==> config.mk <==
export PLATFORM = sky130hd
export DESIGN_NAME = rover_top
export DESIGN_NICKNAME = d
export VERILOG_FILES = /design/src/logic/rover_pkg.sv /design/src/logic/ir_frame_decoder.sv /design/src/logic/motor_driver.sv /design/src/logic/rover_mode_fsm.sv /design/src/logic/rover_top.sv /design/src/logic/status_display.sv
export VERILOG_INCLUDE_DIRS = /design/src /design/src/logic
export SDC_FILE = /design/constraint.sdc
export NUM_CORES = 1
export LEC_CHECK = 0
export ABC_AREA = 1
export BUFFER_PORTS_ARGS = -buffer_cell sky130_fd_sc_hd__buf_2
export CAP_MARGIN = 15
export CORE_MARGIN = 2
export CORE_UTILIZATION = 40
export DETAILED_ROUTE_END_ITERATION = 16
export HOLD_SLACK_MARGIN = 0.05
export PLACE_DENSITY_LB_ADDON = 0.12
export SKIP_LAST_GASP = 1
export SLEW_MARGIN = 40
export SYNTH_ARGS = -nofsm -noshare
export SYNTH_HDL_FRONTEND = slang
export SYNTH_HIERARCHICAL = 1
export SYNTH_SLANG_ARGS = --single-unit
==> constraint.sdc <==
create_clock -name clk_50 -period 5.2 [get_ports clk_50]
set_input_delay 0 -clock clk_50 [delete_from_list [all_inputs] [get_ports clk_50]]
set_output_delay 0 -clock clk_50 [all_outputs]
set_load 0.01 [all_outputs]
==> src/logic/rover_defines.svh <==
`ifndef ROVER_DEFINES_SVH
`define ROVER_DEFINES_SVH

// one IR time unit is 560 us at 50 MHz
`define IR_UNIT_CYCLES 28000

// frame phase lengths in IR units
`define IR_LEAD_MARK_UNITS 16
`define IR_LEAD_SPACE_UNITS 8
`define IR_ZERO_SPACE_UNITS 1
`define IR_ONE_SPACE_UNITS 3

// accepted window is nominal * LOW/DEN up to nominal * HIGH/DEN (+-25 %)
`define IR_TOL_LOW_NUM 3
`define IR_TOL_HIGH_NUM 5
`define IR_TOL_DEN 4

`define PWM_PERIOD_CYCLES 2500

// remote button codes
`define BTN_CAM 8'h0f
`define BTN_IR 8'h13
`define BTN_IDLE 8'h10
`define BTN_LEFT 8'h11
`define BTN_RIGHT 8'h12
`define BTN_SLOW 8'h14
`define BTN_MEDIUM 8'h15
`define BTN_FAST 8'h16
`define BTN_STOP 8'h17

`endif

==> src/logic/rover_pkg.sv <==
package rover_pkg;

    typedef logic [7:0] ir_cmd_t;
    // 001 target left, 010 target right, 011 centred
    typedef logic [2:0] cam_dir_t;
    typedef logic [1:0] speed_t;
    // active high, bit 0 drives segment a
    typedef logic [6:0] seg_t;

    typedef enum logic [1:0] {
        IDLE = 2'b00,
        CAM  = 2'b01,
        IR   = 2'b10
    } rover_mode_e;

    typedef enum logic [1:0] {
        SEARCH = 2'b00,
        FOLLOW = 2'b01,
        PAUSE  = 2'b11
    } cam_state_e;

    // the encoding doubles as the number shown on the display
    typedef enum logic [2:0] {
        STOP   = 3'b000,
        LEFT   = 3'b001,
        RIGHT  = 3'b010,
        SLOW   = 3'b011,
        MEDIUM = 3'b100,
        FAST   = 3'b101
    } drive_state_e;

    typedef struct packed {
        logic left_en;
        logic left_rev;
        logic right_en;
        logic right_rev;
    } motor_cmd_t;

    typedef struct packed {
        seg_t hex7;
        seg_t hex6;
        seg_t hex5;
        seg_t hex4;
        seg_t hex3;
        seg_t hex2;
        seg_t hex1;
        seg_t hex0;
    } hex_digits_t;

    localparam seg_t SEG_BLANK = 7'h00;
    localparam seg_t SEG_I     = 7'h30;
    localparam seg_t SEG_C     = 7'h39;
    localparam seg_t SEG_R     = 7'h50;
    localparam seg_t SEG_S     = 7'h6d;
    localparam seg_t SEG_F     = 7'h71;
    localparam seg_t SEG_P     = 7'h73;
    localparam seg_t SEG_L     = 7'h38;
    localparam seg_t SEG_DASH  = 7'h40;

    localparam seg_t SEG_DIGIT [0:5] = '{7'h3f, 7'h06, 7'h5b, 7'h4f, 7'h66, 7'h6d};

endpackage

==> src/logic/ir_frame_decoder.sv <==
`timescale 1ns/1ps
`include "rover_defines.svh"

module ir_frame_decoder #(
    parameter int unit_cycles = `IR_UNIT_CYCLES
) (
    input  logic               clk_50,
    input  logic               rst_n,
    input  logic               ir_line,
    output rover_pkg::ir_cmd_t cmd,
    output logic               cmd_valid
);

    typedef enum logic [2:0] {
        S_IDLE,
        S_LEAD_MARK,
        S_LEAD_SPACE,
        S_BIT_MARK,
        S_BIT_SPACE,
        S_STOP
    } dec_state_e;

    // the leader mark at the top of its window is the longest legal phase
    localparam int MAX_LEN = (`IR_LEAD_MARK_UNITS * unit_cycles * `IR_TOL_HIGH_NUM) / `IR_TOL_DEN;
    localparam int CNT_W = $clog2(MAX_LEN + 2) + 1;

    dec_state_e       state;
    logic             ir_meta;
    logic             ir_sync;
    logic             ir_prev;
    logic             rise;
    logic             fall;
    logic [CNT_W-1:0] len_cnt;
    logic [4:0]       bit_cnt;
    logic [31:0]      shift_reg;
    logic             space_zero;
    logic             space_one;
    logic             frame_done;

    function automatic logic in_window(input logic [CNT_W-1:0] len, input int units);
        int nominal;
        int len_x;
        nominal = units * unit_cycles;
        len_x = int'(len);
        return (len_x * `IR_TOL_DEN >= nominal * `IR_TOL_LOW_NUM) &&
               (len_x * `IR_TOL_DEN <= nominal * `IR_TOL_HIGH_NUM);
    endfunction

    // line idles high, so the synchroniser resets to one
    always_ff @(posedge clk_50) begin
        if (!rst_n) begin
            ir_meta <= 1'b1;
            ir_sync <= 1'b1;
            ir_prev <= 1'b1;
        end else begin
            ir_meta <= ir_line;
            ir_sync <= ir_meta;
            ir_prev <= ir_sync;
        end
    end

    assign rise = ir_sync & ~ir_prev;
    assign fall = ~ir_sync & ir_prev;

    // holds the length of the level that an edge just ended
    always_ff @(posedge clk_50) begin
        if (!rst_n)
            len_cnt <= '0;
        else if (rise || fall)
            len_cnt <= CNT_W'(1);
        else if (len_cnt <= CNT_W'(MAX_LEN))
            len_cnt <= len_cnt + 1'b1;
    end

    assign space_zero = in_window(len_cnt, `IR_ZERO_SPACE_UNITS);
    assign space_one  = in_window(len_cnt, `IR_ONE_SPACE_UNITS);

    always_ff @(posedge clk_50) begin
        if (!rst_n) begin
            state      <= S_IDLE;
            bit_cnt    <= '0;
            frame_done <= 1'b0;
        end else begin
            frame_done <= 1'b0;
            if (state != S_IDLE && len_cnt > CNT_W'(MAX_LEN)) begin
                // line stuck in one level, drop the frame
                state <= S_IDLE;
            end else begin
                case (state)
                    S_IDLE: if (fall) state <= S_LEAD_MARK;
                    S_LEAD_MARK: if (rise)
                        state <= in_window(len_cnt, `IR_LEAD_MARK_UNITS) ? S_LEAD_SPACE : S_IDLE;
                    S_LEAD_SPACE: if (fall) begin
                        bit_cnt <= '0;
                        state <= in_window(len_cnt, `IR_LEAD_SPACE_UNITS) ? S_BIT_MARK : S_IDLE;
                    end
                    S_BIT_MARK: if (rise)
                        state <= in_window(len_cnt, 1) ? S_BIT_SPACE : S_IDLE;
                    S_BIT_SPACE: if (fall) begin
                        if (!space_zero && !space_one) begin
                            state <= S_IDLE;
                        end else begin
                            bit_cnt <= bit_cnt + 1'b1;
                            state <= (bit_cnt == 5'd31) ? S_STOP : S_BIT_MARK;
                        end
                    end
                    // rising edge at the end of the stop mark closes the frame
                    S_STOP: if (rise) begin
                        frame_done <= in_window(len_cnt, 1);
                        state <= S_IDLE;
                    end
                    default: state <= S_IDLE;
                endcase
            end
        end
    end

    // lsb first, so the first bit ends up in bit 0
    always_ff @(posedge clk_50) begin
        if (state == S_BIT_SPACE && fall && (space_zero || space_one))
            shift_reg <= {space_one, shift_reg[31:1]};
    end

    always_ff @(posedge clk_50) begin
        if (!rst_n)
            cmd_valid <= 1'b0;
        else
            cmd_valid <= frame_done && (shift_reg[23:16] == ~shift_reg[31:24]);
    end

    always_ff @(posedge clk_50) begin
        if (frame_done)
            cmd <= shift_reg[23:16];
    end

    assert property (@(posedge clk_50) disable iff (!rst_n) cmd_valid |=> !cmd_valid)
        else $error("cmd_valid high on two consecutive cycles");

endmodule

==> src/logic/motor_driver.sv <==
`timescale 1ns/1ps
`include "rover_defines.svh"

module motor_driver #(
    parameter int pwm_period = `PWM_PERIOD_CYCLES
) (
    input  logic                    clk_50,
    input  logic                    rst_n,
    input  rover_pkg::drive_state_e drive,
    output rover_pkg::motor_cmd_t   motor
);

    localparam int CNT_W = (pwm_period > 1) ? $clog2(pwm_period) : 1;
    // enable while the counter is below these
    localparam logic [CNT_W-1:0] DUTY_SLOW   = CNT_W'(pwm_period / 4);
    localparam logic [CNT_W-1:0] DUTY_MEDIUM = CNT_W'(pwm_period / 2);
    localparam logic [CNT_W-1:0] DUTY_FAST   = CNT_W'((pwm_period * 3) / 4);

    logic [CNT_W-1:0]      pwm_cnt;
    rover_pkg::motor_cmd_t motor_next;

    always_ff @(posedge clk_50) begin
        if (!rst_n)
            pwm_cnt <= '0;
        else if (pwm_cnt == CNT_W'(pwm_period - 1))
            pwm_cnt <= '0;
        else
            pwm_cnt <= pwm_cnt + 1'b1;
    end

    always_comb begin
        motor_next = '0;
        case (drive)
            rover_pkg::SLOW: begin
                motor_next.left_en  = pwm_cnt < DUTY_SLOW;
                motor_next.right_en = pwm_cnt < DUTY_SLOW;
            end
            rover_pkg::MEDIUM: begin
                motor_next.left_en  = pwm_cnt < DUTY_MEDIUM;
                motor_next.right_en = pwm_cnt < DUTY_MEDIUM;
            end
            rover_pkg::FAST: begin
                motor_next.left_en  = pwm_cnt < DUTY_FAST;
                motor_next.right_en = pwm_cnt < DUTY_FAST;
            end
            // turns spin in place at full enable
            rover_pkg::LEFT: motor_next = '{left_en: 1'b1, left_rev: 1'b1,
                                            right_en: 1'b1, right_rev: 1'b0};
            rover_pkg::RIGHT: motor_next = '{left_en: 1'b1, left_rev: 1'b0,
                                             right_en: 1'b1, right_rev: 1'b1};
            default: motor_next = '0;
        endcase
    end

    always_ff @(posedge clk_50) begin
        if (!rst_n)
            motor <= '0;
        else
            motor <= motor_next;
    end

    assert property (@(posedge clk_50) disable iff (!rst_n)
        (drive == rover_pkg::STOP) |=> (!motor.left_en && !motor.right_en))
        else $error("wheel enabled after a STOP drive");

endmodule

==> src/logic/rover_mode_fsm.sv <==
`timescale 1ns/1ps
`include "rover_defines.svh"

module rover_mode_fsm (
    input  logic                    clk_50,
    input  logic                    rst_n,
    input  rover_pkg::ir_cmd_t      cmd,
    input  logic                    cmd_valid,
    input  logic                    orange_detected,
    input  rover_pkg::cam_dir_t     cam_direction,
    input  rover_pkg::speed_t       speed,
    output rover_pkg::rover_mode_e  mode,
    output rover_pkg::cam_state_e   cam_state,
    output rover_pkg::drive_state_e drive,
    output logic                    mode_change
);

    rover_pkg::rover_mode_e  mode_next;
    rover_pkg::cam_state_e   cam_next;
    rover_pkg::drive_state_e drive_next;
    rover_pkg::drive_state_e manual_drive;
    rover_pkg::drive_state_e manual_next;

    always_comb begin
        mode_next = mode;
        if (cmd_valid) begin
            case (mode)
                rover_pkg::IDLE: begin
                    if (cmd == `BTN_CAM) mode_next = rover_pkg::CAM;
                    else if (cmd == `BTN_IR) mode_next = rover_pkg::IR;
                end
                rover_pkg::CAM: begin
                    if (cmd == `BTN_IR) mode_next = rover_pkg::IR;
                    else if (cmd == `BTN_IDLE) mode_next = rover_pkg::IDLE;
                end
                rover_pkg::IR: begin
                    if (cmd == `BTN_CAM) mode_next = rover_pkg::CAM;
                    else if (cmd == `BTN_IDLE) mode_next = rover_pkg::IDLE;
                end
                default: mode_next = rover_pkg::IDLE;
            endcase
        end
    end

    // search and follow both track orange_detected, pause restarts in search
    always_comb begin
        if (mode_next != rover_pkg::CAM)
            cam_next = rover_pkg::PAUSE;
        else if (cam_state == rover_pkg::PAUSE)
            cam_next = rover_pkg::SEARCH;
        else
            cam_next = orange_detected ? rover_pkg::FOLLOW : rover_pkg::SEARCH;
    end

    // held manual drive, kept at stop outside IR so entry starts stopped
    always_comb begin
        manual_next = manual_drive;
        if (mode != rover_pkg::IR || mode_next != rover_pkg::IR) begin
            manual_next = rover_pkg::STOP;
        end else if (cmd_valid) begin
            case (cmd)
                `BTN_LEFT:   manual_next = rover_pkg::LEFT;
                `BTN_RIGHT:  manual_next = rover_pkg::RIGHT;
                `BTN_SLOW:   manual_next = rover_pkg::SLOW;
                `BTN_MEDIUM: manual_next = rover_pkg::MEDIUM;
                `BTN_FAST:   manual_next = rover_pkg::FAST;
                `BTN_STOP:   manual_next = rover_pkg::STOP;
                default:     manual_next = manual_drive;
            endcase
        end
    end

    always_comb begin
        drive_next = rover_pkg::STOP;
        if (mode_next == rover_pkg::CAM) begin
            if (cam_next == rover_pkg::SEARCH) begin
                // spin right while looking for the target
                drive_next = rover_pkg::RIGHT;
            end else if (cam_next == rover_pkg::FOLLOW) begin
                case (cam_direction)
                    3'b010: drive_next = rover_pkg::RIGHT;
                    3'b001: drive_next = rover_pkg::LEFT;
                    3'b011: begin
                        case (speed)
                            2'd0:    drive_next = rover_pkg::SLOW;
                            2'd1:    drive_next = rover_pkg::MEDIUM;
                            2'd2:    drive_next = rover_pkg::FAST;
                            default: drive_next = rover_pkg::STOP;
                        endcase
                    end
                    default: drive_next = rover_pkg::STOP;
                endcase
            end
        end else if (mode_next == rover_pkg::IR) begin
            drive_next = manual_next;
        end
    end

    always_ff @(posedge clk_50) begin
        if (!rst_n) begin
            mode         <= rover_pkg::IDLE;
            cam_state    <= rover_pkg::PAUSE;
            drive        <= rover_pkg::STOP;
            manual_drive <= rover_pkg::STOP;
            mode_change  <= 1'b0;
        end else begin
            mode         <= mode_next;
            cam_state    <= cam_next;
            drive        <= drive_next;
            manual_drive <= manual_next;
            mode_change  <= (mode_next != mode) || (cam_next != cam_state);
        end
    end

    assert property (@(posedge clk_50) disable iff (!rst_n)
        (mode != rover_pkg::CAM) |-> (cam_state == rover_pkg::PAUSE))
        else $error("camera sub-state active outside CAM mode");

    assert property (@(posedge clk_50) disable iff (!rst_n)
        (mode == rover_pkg::IDLE) |-> (drive == rover_pkg::STOP))
        else $error("drive not stopped in IDLE mode");

endmodule

==> src/logic/rover_top.sv <==
`timescale 1ns/1ps
`include "rover_defines.svh"

module rover_top #(
    parameter int unit_cycles = `IR_UNIT_CYCLES,
    parameter int pwm_period  = `PWM_PERIOD_CYCLES
) (
    input  logic                    clk_50,
    input  logic                    rst_n,
    input  logic                    ir_line,
    input  logic                    orange_detected,
    input  rover_pkg::cam_dir_t     cam_direction,
    input  rover_pkg::speed_t       speed,
    output rover_pkg::rover_mode_e  mode,
    output rover_pkg::cam_state_e   cam_state,
    output rover_pkg::drive_state_e drive,
    output logic                    mode_change,
    output rover_pkg::motor_cmd_t   motor,
    output rover_pkg::hex_digits_t  hex
);

    rover_pkg::ir_cmd_t cmd;
    logic               cmd_valid;

    ir_frame_decoder #(
        .unit_cycles(unit_cycles)
    ) u_decoder (
        .clk_50   (clk_50),
        .rst_n    (rst_n),
        .ir_line  (ir_line),
        .cmd      (cmd),
        .cmd_valid(cmd_valid)
    );

    rover_mode_fsm u_fsm (
        .clk_50         (clk_50),
        .rst_n          (rst_n),
        .cmd            (cmd),
        .cmd_valid      (cmd_valid),
        .orange_detected(orange_detected),
        .cam_direction  (cam_direction),
        .speed          (speed),
        .mode           (mode),
        .cam_state      (cam_state),
        .drive          (drive),
        .mode_change    (mode_change)
    );

    motor_driver #(
        .pwm_period(pwm_period)
    ) u_motor (
        .clk_50(clk_50),
        .rst_n (rst_n),
        .drive (drive),
        .motor (motor)
    );

    status_display u_display (
        .clk_50   (clk_50),
        .rst_n    (rst_n),
        .mode     (mode),
        .cam_state(cam_state),
        .drive    (drive),
        .hex      (hex)
    );

endmodule

==> src/logic/status_display.sv <==
`timescale 1ns/1ps

module status_display (
    input  logic                    clk_50,
    input  logic                    rst_n,
    input  rover_pkg::rover_mode_e  mode,
    input  rover_pkg::cam_state_e   cam_state,
    input  rover_pkg::drive_state_e drive,
    output rover_pkg::hex_digits_t  hex
);

    rover_pkg::hex_digits_t hex_next;

    always_comb begin
        hex_next = {8{rover_pkg::SEG_BLANK}};

        case (mode)
            rover_pkg::CAM: hex_next.hex7 = rover_pkg::SEG_C;
            rover_pkg::IR:  hex_next.hex7 = rover_pkg::SEG_R;
            default:        hex_next.hex7 = rover_pkg::SEG_DASH;
        endcase

        case (cam_state)
            rover_pkg::SEARCH: hex_next.hex6 = rover_pkg::SEG_S;
            rover_pkg::FOLLOW: hex_next.hex6 = rover_pkg::SEG_F;
            rover_pkg::PAUSE:  hex_next.hex6 = rover_pkg::SEG_P;
            default:           hex_next.hex6 = rover_pkg::SEG_BLANK;
        endcase

        // drive code shown as its number, 0 for stop up to 5 for fast
        if (drive <= rover_pkg::FAST)
            hex_next.hex5 = rover_pkg::SEG_DIGIT[drive];
    end

    always_ff @(posedge clk_50) begin
        if (!rst_n)
            hex <= {rover_pkg::SEG_DASH, {7{rover_pkg::SEG_BLANK}}};
        else
            hex <= hex_next;
    end

endmodule

# Yosys cells after proc, flatten, opt, wreduce, memory -nomap -nowiden
# Memories as Yosys holds them, arrays and structs flattened. A register that Yosys moved wholly into a read port is not among the register bits.
# Cells that the tools add are included.
# op_classes
addsub,3
magnitude_cmp,14
n_eq_ne,46
n_mux,42
bitwise_logic,10
reduce_logical,32
# op_table
operator,count
$eq 8x5->1 const B,8
$mux 3,15
$pmux 3 s6,2
$lt 12x11->1 const B,2
$ge 23x17->1 const B,1
$ge 23x18->1 const B,1
$ge 23x20->1 const B,1
$ge 23x21->1 const B,1
$le 23x18->1 const B,1
$le 23x19->1 const B,1
$le 23x21->1 const B,1
$le 23x22->1 const B,1
$add 21x1->21 const B,1
$gt 21x20->1 const B,1
$le 21x20->1 const B,1
$pmux 7 s3,1
$mux 2,10
$eq 3x2->1 const B,6
$pmux 3 s3,2
$mux 5,3
$ne 2x1->1 const B,7
$pmux 7 s2,1
$add 12x1->12 const B,1
$eq 12x12->1 const B,1
32 further kinds,77
# totals
regBits,114
mem_bits_ro,56
input_bits,9
out_inout_bits,68
elab_cells,170
n_memories,1
# mem_list
name,depth,width,read_ports,rd_ports_with_merged_regs,write_ports,line,text
(no name shown),8,7,1,1,0,status_display.sv:32,hex_next.hex5 = rover_pkg::SEG_DIGIT[drive];

# Logic depth before layout (Yosys ltp)
# depth
ltp_word,11
ltp_mapped,17
mapped_depth_nobuf,16

# Modules after synthesis
# The synthesis kept the hierarchy.
# modules_own_cells
module,n_inst,cells_per_inst,area_per_inst_um2,seq_area_each_um2
ir_frame_decoder,1,430,3259.4,1401.3
motor_driver,1,134,897.1,300.3
rover_mode_fsm,1,129,834.6,220.2
status_display,1,90,763.2,260.2

# Least setup slack after synthesis
# Ideal clock, no wire load.
# synth_timing
path_kind,register to register
start,register u_decoder.len_cnt[0]
end,"register u_decoder.shift_reg[16], enable pin"
arrival_time_ns,1.945
setup_slack_ns,2.866
stages_incl_launch_ff,13
n_path_buf,0
path_cell_list,dfxtp_1 -> inv_1 -> ha_1 -> inv_1 -> nor2_1 -> nand3_1 -> nor2_1 -> nand4_1 -> nand2_1 -> nand2_1 -> nand2_2 -> nand2_2 -> nor2_1
# synth_via
elab_chain_cells,4
# synth_lines
item,line,text
start: declaration,ir_frame_decoder.sv:33,logic [CNT_W-1:0] len_cnt;
start signal: assignment,ir_frame_decoder.sv:72,len_cnt <= len_cnt + 1'b1;
"$ge 23x17->1 (no source line), or another cell as far along",n/a,
$logic_and 1x1->1,ir_frame_decoder.sv:45,return (len_x * `IR_TOL_DEN >= nominal * `IR_TOL_LOW_NUM) &&
$logic_or 1x1->1 *,ir_frame_decoder.sv:120,if (state == S_BIT_SPACE && fall && (space_zero || space_one))
$logic_and 1x1->1 *,ir_frame_decoder.sv:120,
end signal: assignment,ir_frame_decoder.sv:121,"shift_reg <= {space_one, shift_reg[31:1]};"
end: declaration,ir_frame_decoder.sv:35,logic [31:0] shift_reg;
# Mark *: on every way between the ends. The rest lies on a longest branch, timed or not.
# A chain may end at the register's enable or synchronous reset.

# Worst setup path in the final report
# layout_timing
start,register u_decoder.cmd[5]
end,register u_fsm.drive[2]
# layout_via
elab_chain_cells,11
# layout_lines
item,line,text
start: declaration,ir_frame_decoder.sv:10,"output rover_pkg::ir_cmd_t cmd,"
start signal: assignment,ir_frame_decoder.sv:133,cmd <= shift_reg[23:16];
$eq 8x5->1 (no source line),n/a,
"$mux 2, on equally long branches","rover_mode_fsm.sv:34, rover_mode_fsm.sv:38, rover_mode_fsm.sv:30",
"$mux 2, on equally long branches","rover_mode_fsm.sv:37, rover_mode_fsm.sv:29, rover_mode_fsm.sv:33",
$pmux 2 s3,rover_mode_fsm.sv:27,case (mode)
$mux 2,rover_mode_fsm.sv:26,if (cmd_valid) begin
$ne 2x1->1,rover_mode_fsm.sv:47,if (mode_next != rover_pkg::CAM)
$mux 2,rover_mode_fsm.sv:47,
$eq 2x1->1,rover_mode_fsm.sv:79,end else if (cam_next == rover_pkg::FOLLOW) begin
$mux 3,rover_mode_fsm.sv:79,
$mux 3,rover_mode_fsm.sv:76,if (cam_next == rover_pkg::SEARCH) begin
$mux 3 *,rover_mode_fsm.sv:75,if (mode_next == rover_pkg::CAM) begin
end signal: assignment,rover_mode_fsm.sv:103,drive <= rover_pkg::STOP;
end signal: assignment,rover_mode_fsm.sv:109,drive <= drive_next;
end: declaration,rover_mode_fsm.sv:14,"output rover_pkg::drive_state_e drive,"
# Marked as above.

==> results by group <==
Synthesis
  • Post-synth top area share: 25.4%
  • Yosys warnings: 6
  • Top area cells in the synthesized netlist: dfxtp_1 25%, edfxtp_1 13%, nand2_1 10%
  • Post-synthesis instance total: 783
  • Synthesized flop and latch total: 97
  • Seq/Total Area, Yosys: 37.9%
  • Largest area contributor in the netlist: dfxtp_1
  • EDFF count, synth: 24
  • Synth Area per Inst: 7.35 µm²
  • Netlist Area Pre-Place: 0.00575 mm²
  • Most used DFF post-synth: dfxtp_1
  • Distinct cells, synth: 46
  • Ys async rst share: 0%

Global routing
  • Largest net degree at the start of global routing: 26
  • Initial antenna violation count: 0
  • First-pass GRT wire length: 20.6 mm
  • Vias in the first global route: 4,540
  • Tot GR Track Use: 17.1%
  • GRT overflow: 0

Worst hold path
  • HP Start: rst_n
  • Hold Crit Class: input pin to flip-flop
  • WHS Path Cells: 2
  • Min-Delay Endpoint: u_display/hex[55]

Floorplanning
  • # IOs: 77
  • Die Wd: 124 µm
  • Die height: 124 µm
  • Die area: 0.0154 mm²
  • Initial Util: 41.1%
  • Rows: 43
  • CORE AREA: 0.0140 mm²

Setup path
  • R2r endpoint: u_fsm/drive[2]
  • R2R Setup Slk: 3040 ps
  • WP data required: 5490 ps
  • CP max stage cell: dlygate4sd3_1
  • Max stage delay on crit path: 570 ps
  • Setup Crit Path Kind: flip-flop to flip-flop
  • Cell mode on critical path: nand2_2
  • Reg2Reg Depth: 14
  • Crit-path cells: inv_2, nand2_2, nor2_4, nand2_2, nand2_1, nand2_1, nand2_2, nand3_2, nand2_4, nand2_4, nor2_4, nand3_2, dlygate4sd3_1, o21ai_2
  • CP Launch Point: u_decoder/cmd[5]
  • Crit end category: flip-flop
  • Crit path arrival time: 2450 ps
  • CP max FO: 6
  • Nature of the critical path startpoint: flip-flop
  • FF-to-FF Start: u_decoder/cmd[5]

Clock network
  • CTS Root Cell: clkbuf_16
  • CTS H-tree depth: 3
  • CTS Sinks: 97
  • Post_cts resized: 0
  • Skew-Pair Late Insertion Delay: 350 ps
  • Postcts setup bufs: 0
  • CTS tree: built
  • Inserted Clock Buffers: 9
  • Clock buffer depth: 2
  • Clk slew on worst S/H paths: 70 ps

Layout
  • Final instance area: 0.00625 mm²
  • N_diodes: 0
  • Largest register FFs: 21
  • Nets: 841
  • Synthesis-to-layout area growth: 8.65%
  • Fraction of layout cells with a size suffix above 1: 19.0%

Detailed routing
  • Drt total wl: 12.4 mm
  • Initial drt markers: 263
  • Avg WL per Cell: 12.4 µm
  • Via density: 4.77
  • Drt drc: 0
  • Pre-Repair DR Iteration Count: 4
  • Detail Route Antenna Nets: 0
  • Via count: 4,790

Outcome
  • Status: finished clean

Timing
  • Setup Viol. Count Final: 0
  • Hold WS: 90.6 ps
  • Slew Viols, Final: 0
  • Period minus WS final: 2160 ps
  • Period utilization: 41.5%
  • RSZ-0062 raised after global routing: false
  • Slew headroom: 50.4%
  • Final hold viol count: 0
  • TNS Setup: 0 ps
  • Max Clk Rate: 463 MHz
  • Worst slew pin tran: 745 ps
  • Clock skew: 9.45 ps

Power and ir drop
  • Pleak: 2.70 nW
  • Tot Pwr: 1.52 mW
  • Power Density: 244 mW/mm²
  • Worst IR Drop VDD: 0.156 mV

Place
  • GP Congestion: 0.936
  • Area post-placement: 0.00591 mm²
  • I/O Buffers: 39
  • Post-DP HPWL: 9.59 mm

Run
  • Number of max-cap violations: 0
-- layer usage --
metal | share of wire (%) | global-route usage [%] | wire [µm]
met1 | 47 | 21.4 | 5840
met5 | 0 | 0 | 0
met4 | 2.5 | 8.22 | 315
met3 | 4.0 | 2.79 | 499
met2 | 46 | 28.9 | 5780
-- placed cells by master, fill, tap and decap left out, types with 3 or more instances in the layout --
cell,Yosys,layout
inv_1,87,87
edfxtp_1,24,24
dlygate4sd3_1,0,5
nand3_1,61,61
nor4_1,3,3
inv_2,18,18
inv_6,1,3
nand3_2,7,7
o21ai_1,3,3
conb_1,1,37
dfxtp_1,73,73
ha_1,12,12
nand2_1,157,156
a21oi_2,7,7
xor2_1,5,5
buf_2,2,39
nand4_1,19,19
nor2_4,8,8
clkbuf_16,0,9
o21ai_2,4,4
or2_2,4,4
nor3_1,27,27
nor2_1,96,96
nand2_4,6,6
nor3b_2,3,3
a21oi_1,25,25
nand2_2,22,23
o21ai_0,10,10
nor3b_1,4,4
xnor2_1,5,5
nor2_2,16,16
-- how the worst max path moves through the flow --
stage	end	cells past startpoint	slack [ps]
finish	u_fsm/drive[2]	14	3040
global route	u_decoder/shift_reg[16]	13	2790
CTS	u_fsm/drive[2]	14	3030
detailed placement	u_decoder/shift_reg[29]	13	3110
global placement	u_decoder/shift_reg[21]	13	3160
floorplan	u_decoder/shift_reg[16]	12	2870
-- cell usage after synthesis (3+ instances only) --
master / count
nand2_1: 157
nor2_1: 96
inv_1: 87
dfxtp_1: 73
nand3_1: 61
buf_4: 48
nor3_1: 27
a21oi_1: 25
edfxtp_1: 24
nand2_2: 22
nand4_1: 19
inv_2: 18
nor2_2: 16
ha_1: 12
o21ai_0: 10
nor2_4: 8
a21oi_2: 7
nand3_2: 7
nand2_4: 6
xnor2_1: 5
xor2_1: 5
nor3b_1: 4
o21ai_2: 4
or2_2: 4
buf_6: 3
nor3b_2: 3
nor4_1: 3
o21ai_1: 3
-- critical path, delay by kind of cell (launching register included) --
kind,cells,cell delay [ps]
simple gates,11,930
compound gates,1,120
buf+inv,2,640
flops,1,410
-- power breakdown --
group          leakage [nW]  switching (mW)  internal, mW
Combinational          1.83          0.0544        0.0232
Clock                 0.138           0.322         0.339
Sequential            0.728         0.00764         0.777
Total                  2.70           0.384          1.14
-- area by class of cell --
type / count / area (µm²)
multi-input combinational: 558 / 2880
sequential: 97 / 2180
inverter: 109 / 417
fill: 1483 / 7740
timing repair buffer: 45 / 253
clock inverter: 7 / 68.8
tap: 180 / 225
clock buffer: 9 / 225
-- kinds of logic (layout without fill, tap and decap cells) --
logic type / count (synthesis) / in the layout / synth area share [%]
xor gates and xnor gates: 10 / 10 / 1.52
AOI/OAI and AO/OA: 58 / 58 / 6.09
buffers and inverters: 164 / 170 / 14.4
and+or+nand+nor: 441 / 441 / 37.4
DFF: 97 / 97 / 37.9
other: 1 / 37 / 0.0652
adders and majority gates: 12 / 12 / 2.61
-- stage by stage --
step	util, %	worst slack, ps	std cells
3_3_place_gp	42.2	3160	984
5_1_grt	44.7	2790	1005
6_report	44.7	3040	1005
2_1_floorplan	-	2870	819
4_1_cts	44.7	3030	1005
3_5_place_dp	42.2	3110	984
-- repair_timing --
item                                    4_1_cts  5_1_grt
hold buffers                                  5        0
endpoints found under the hold margin         4        0
endpoints found under the setup margin        0        0
Note: power is estimated with default switching activity, not from simulation.
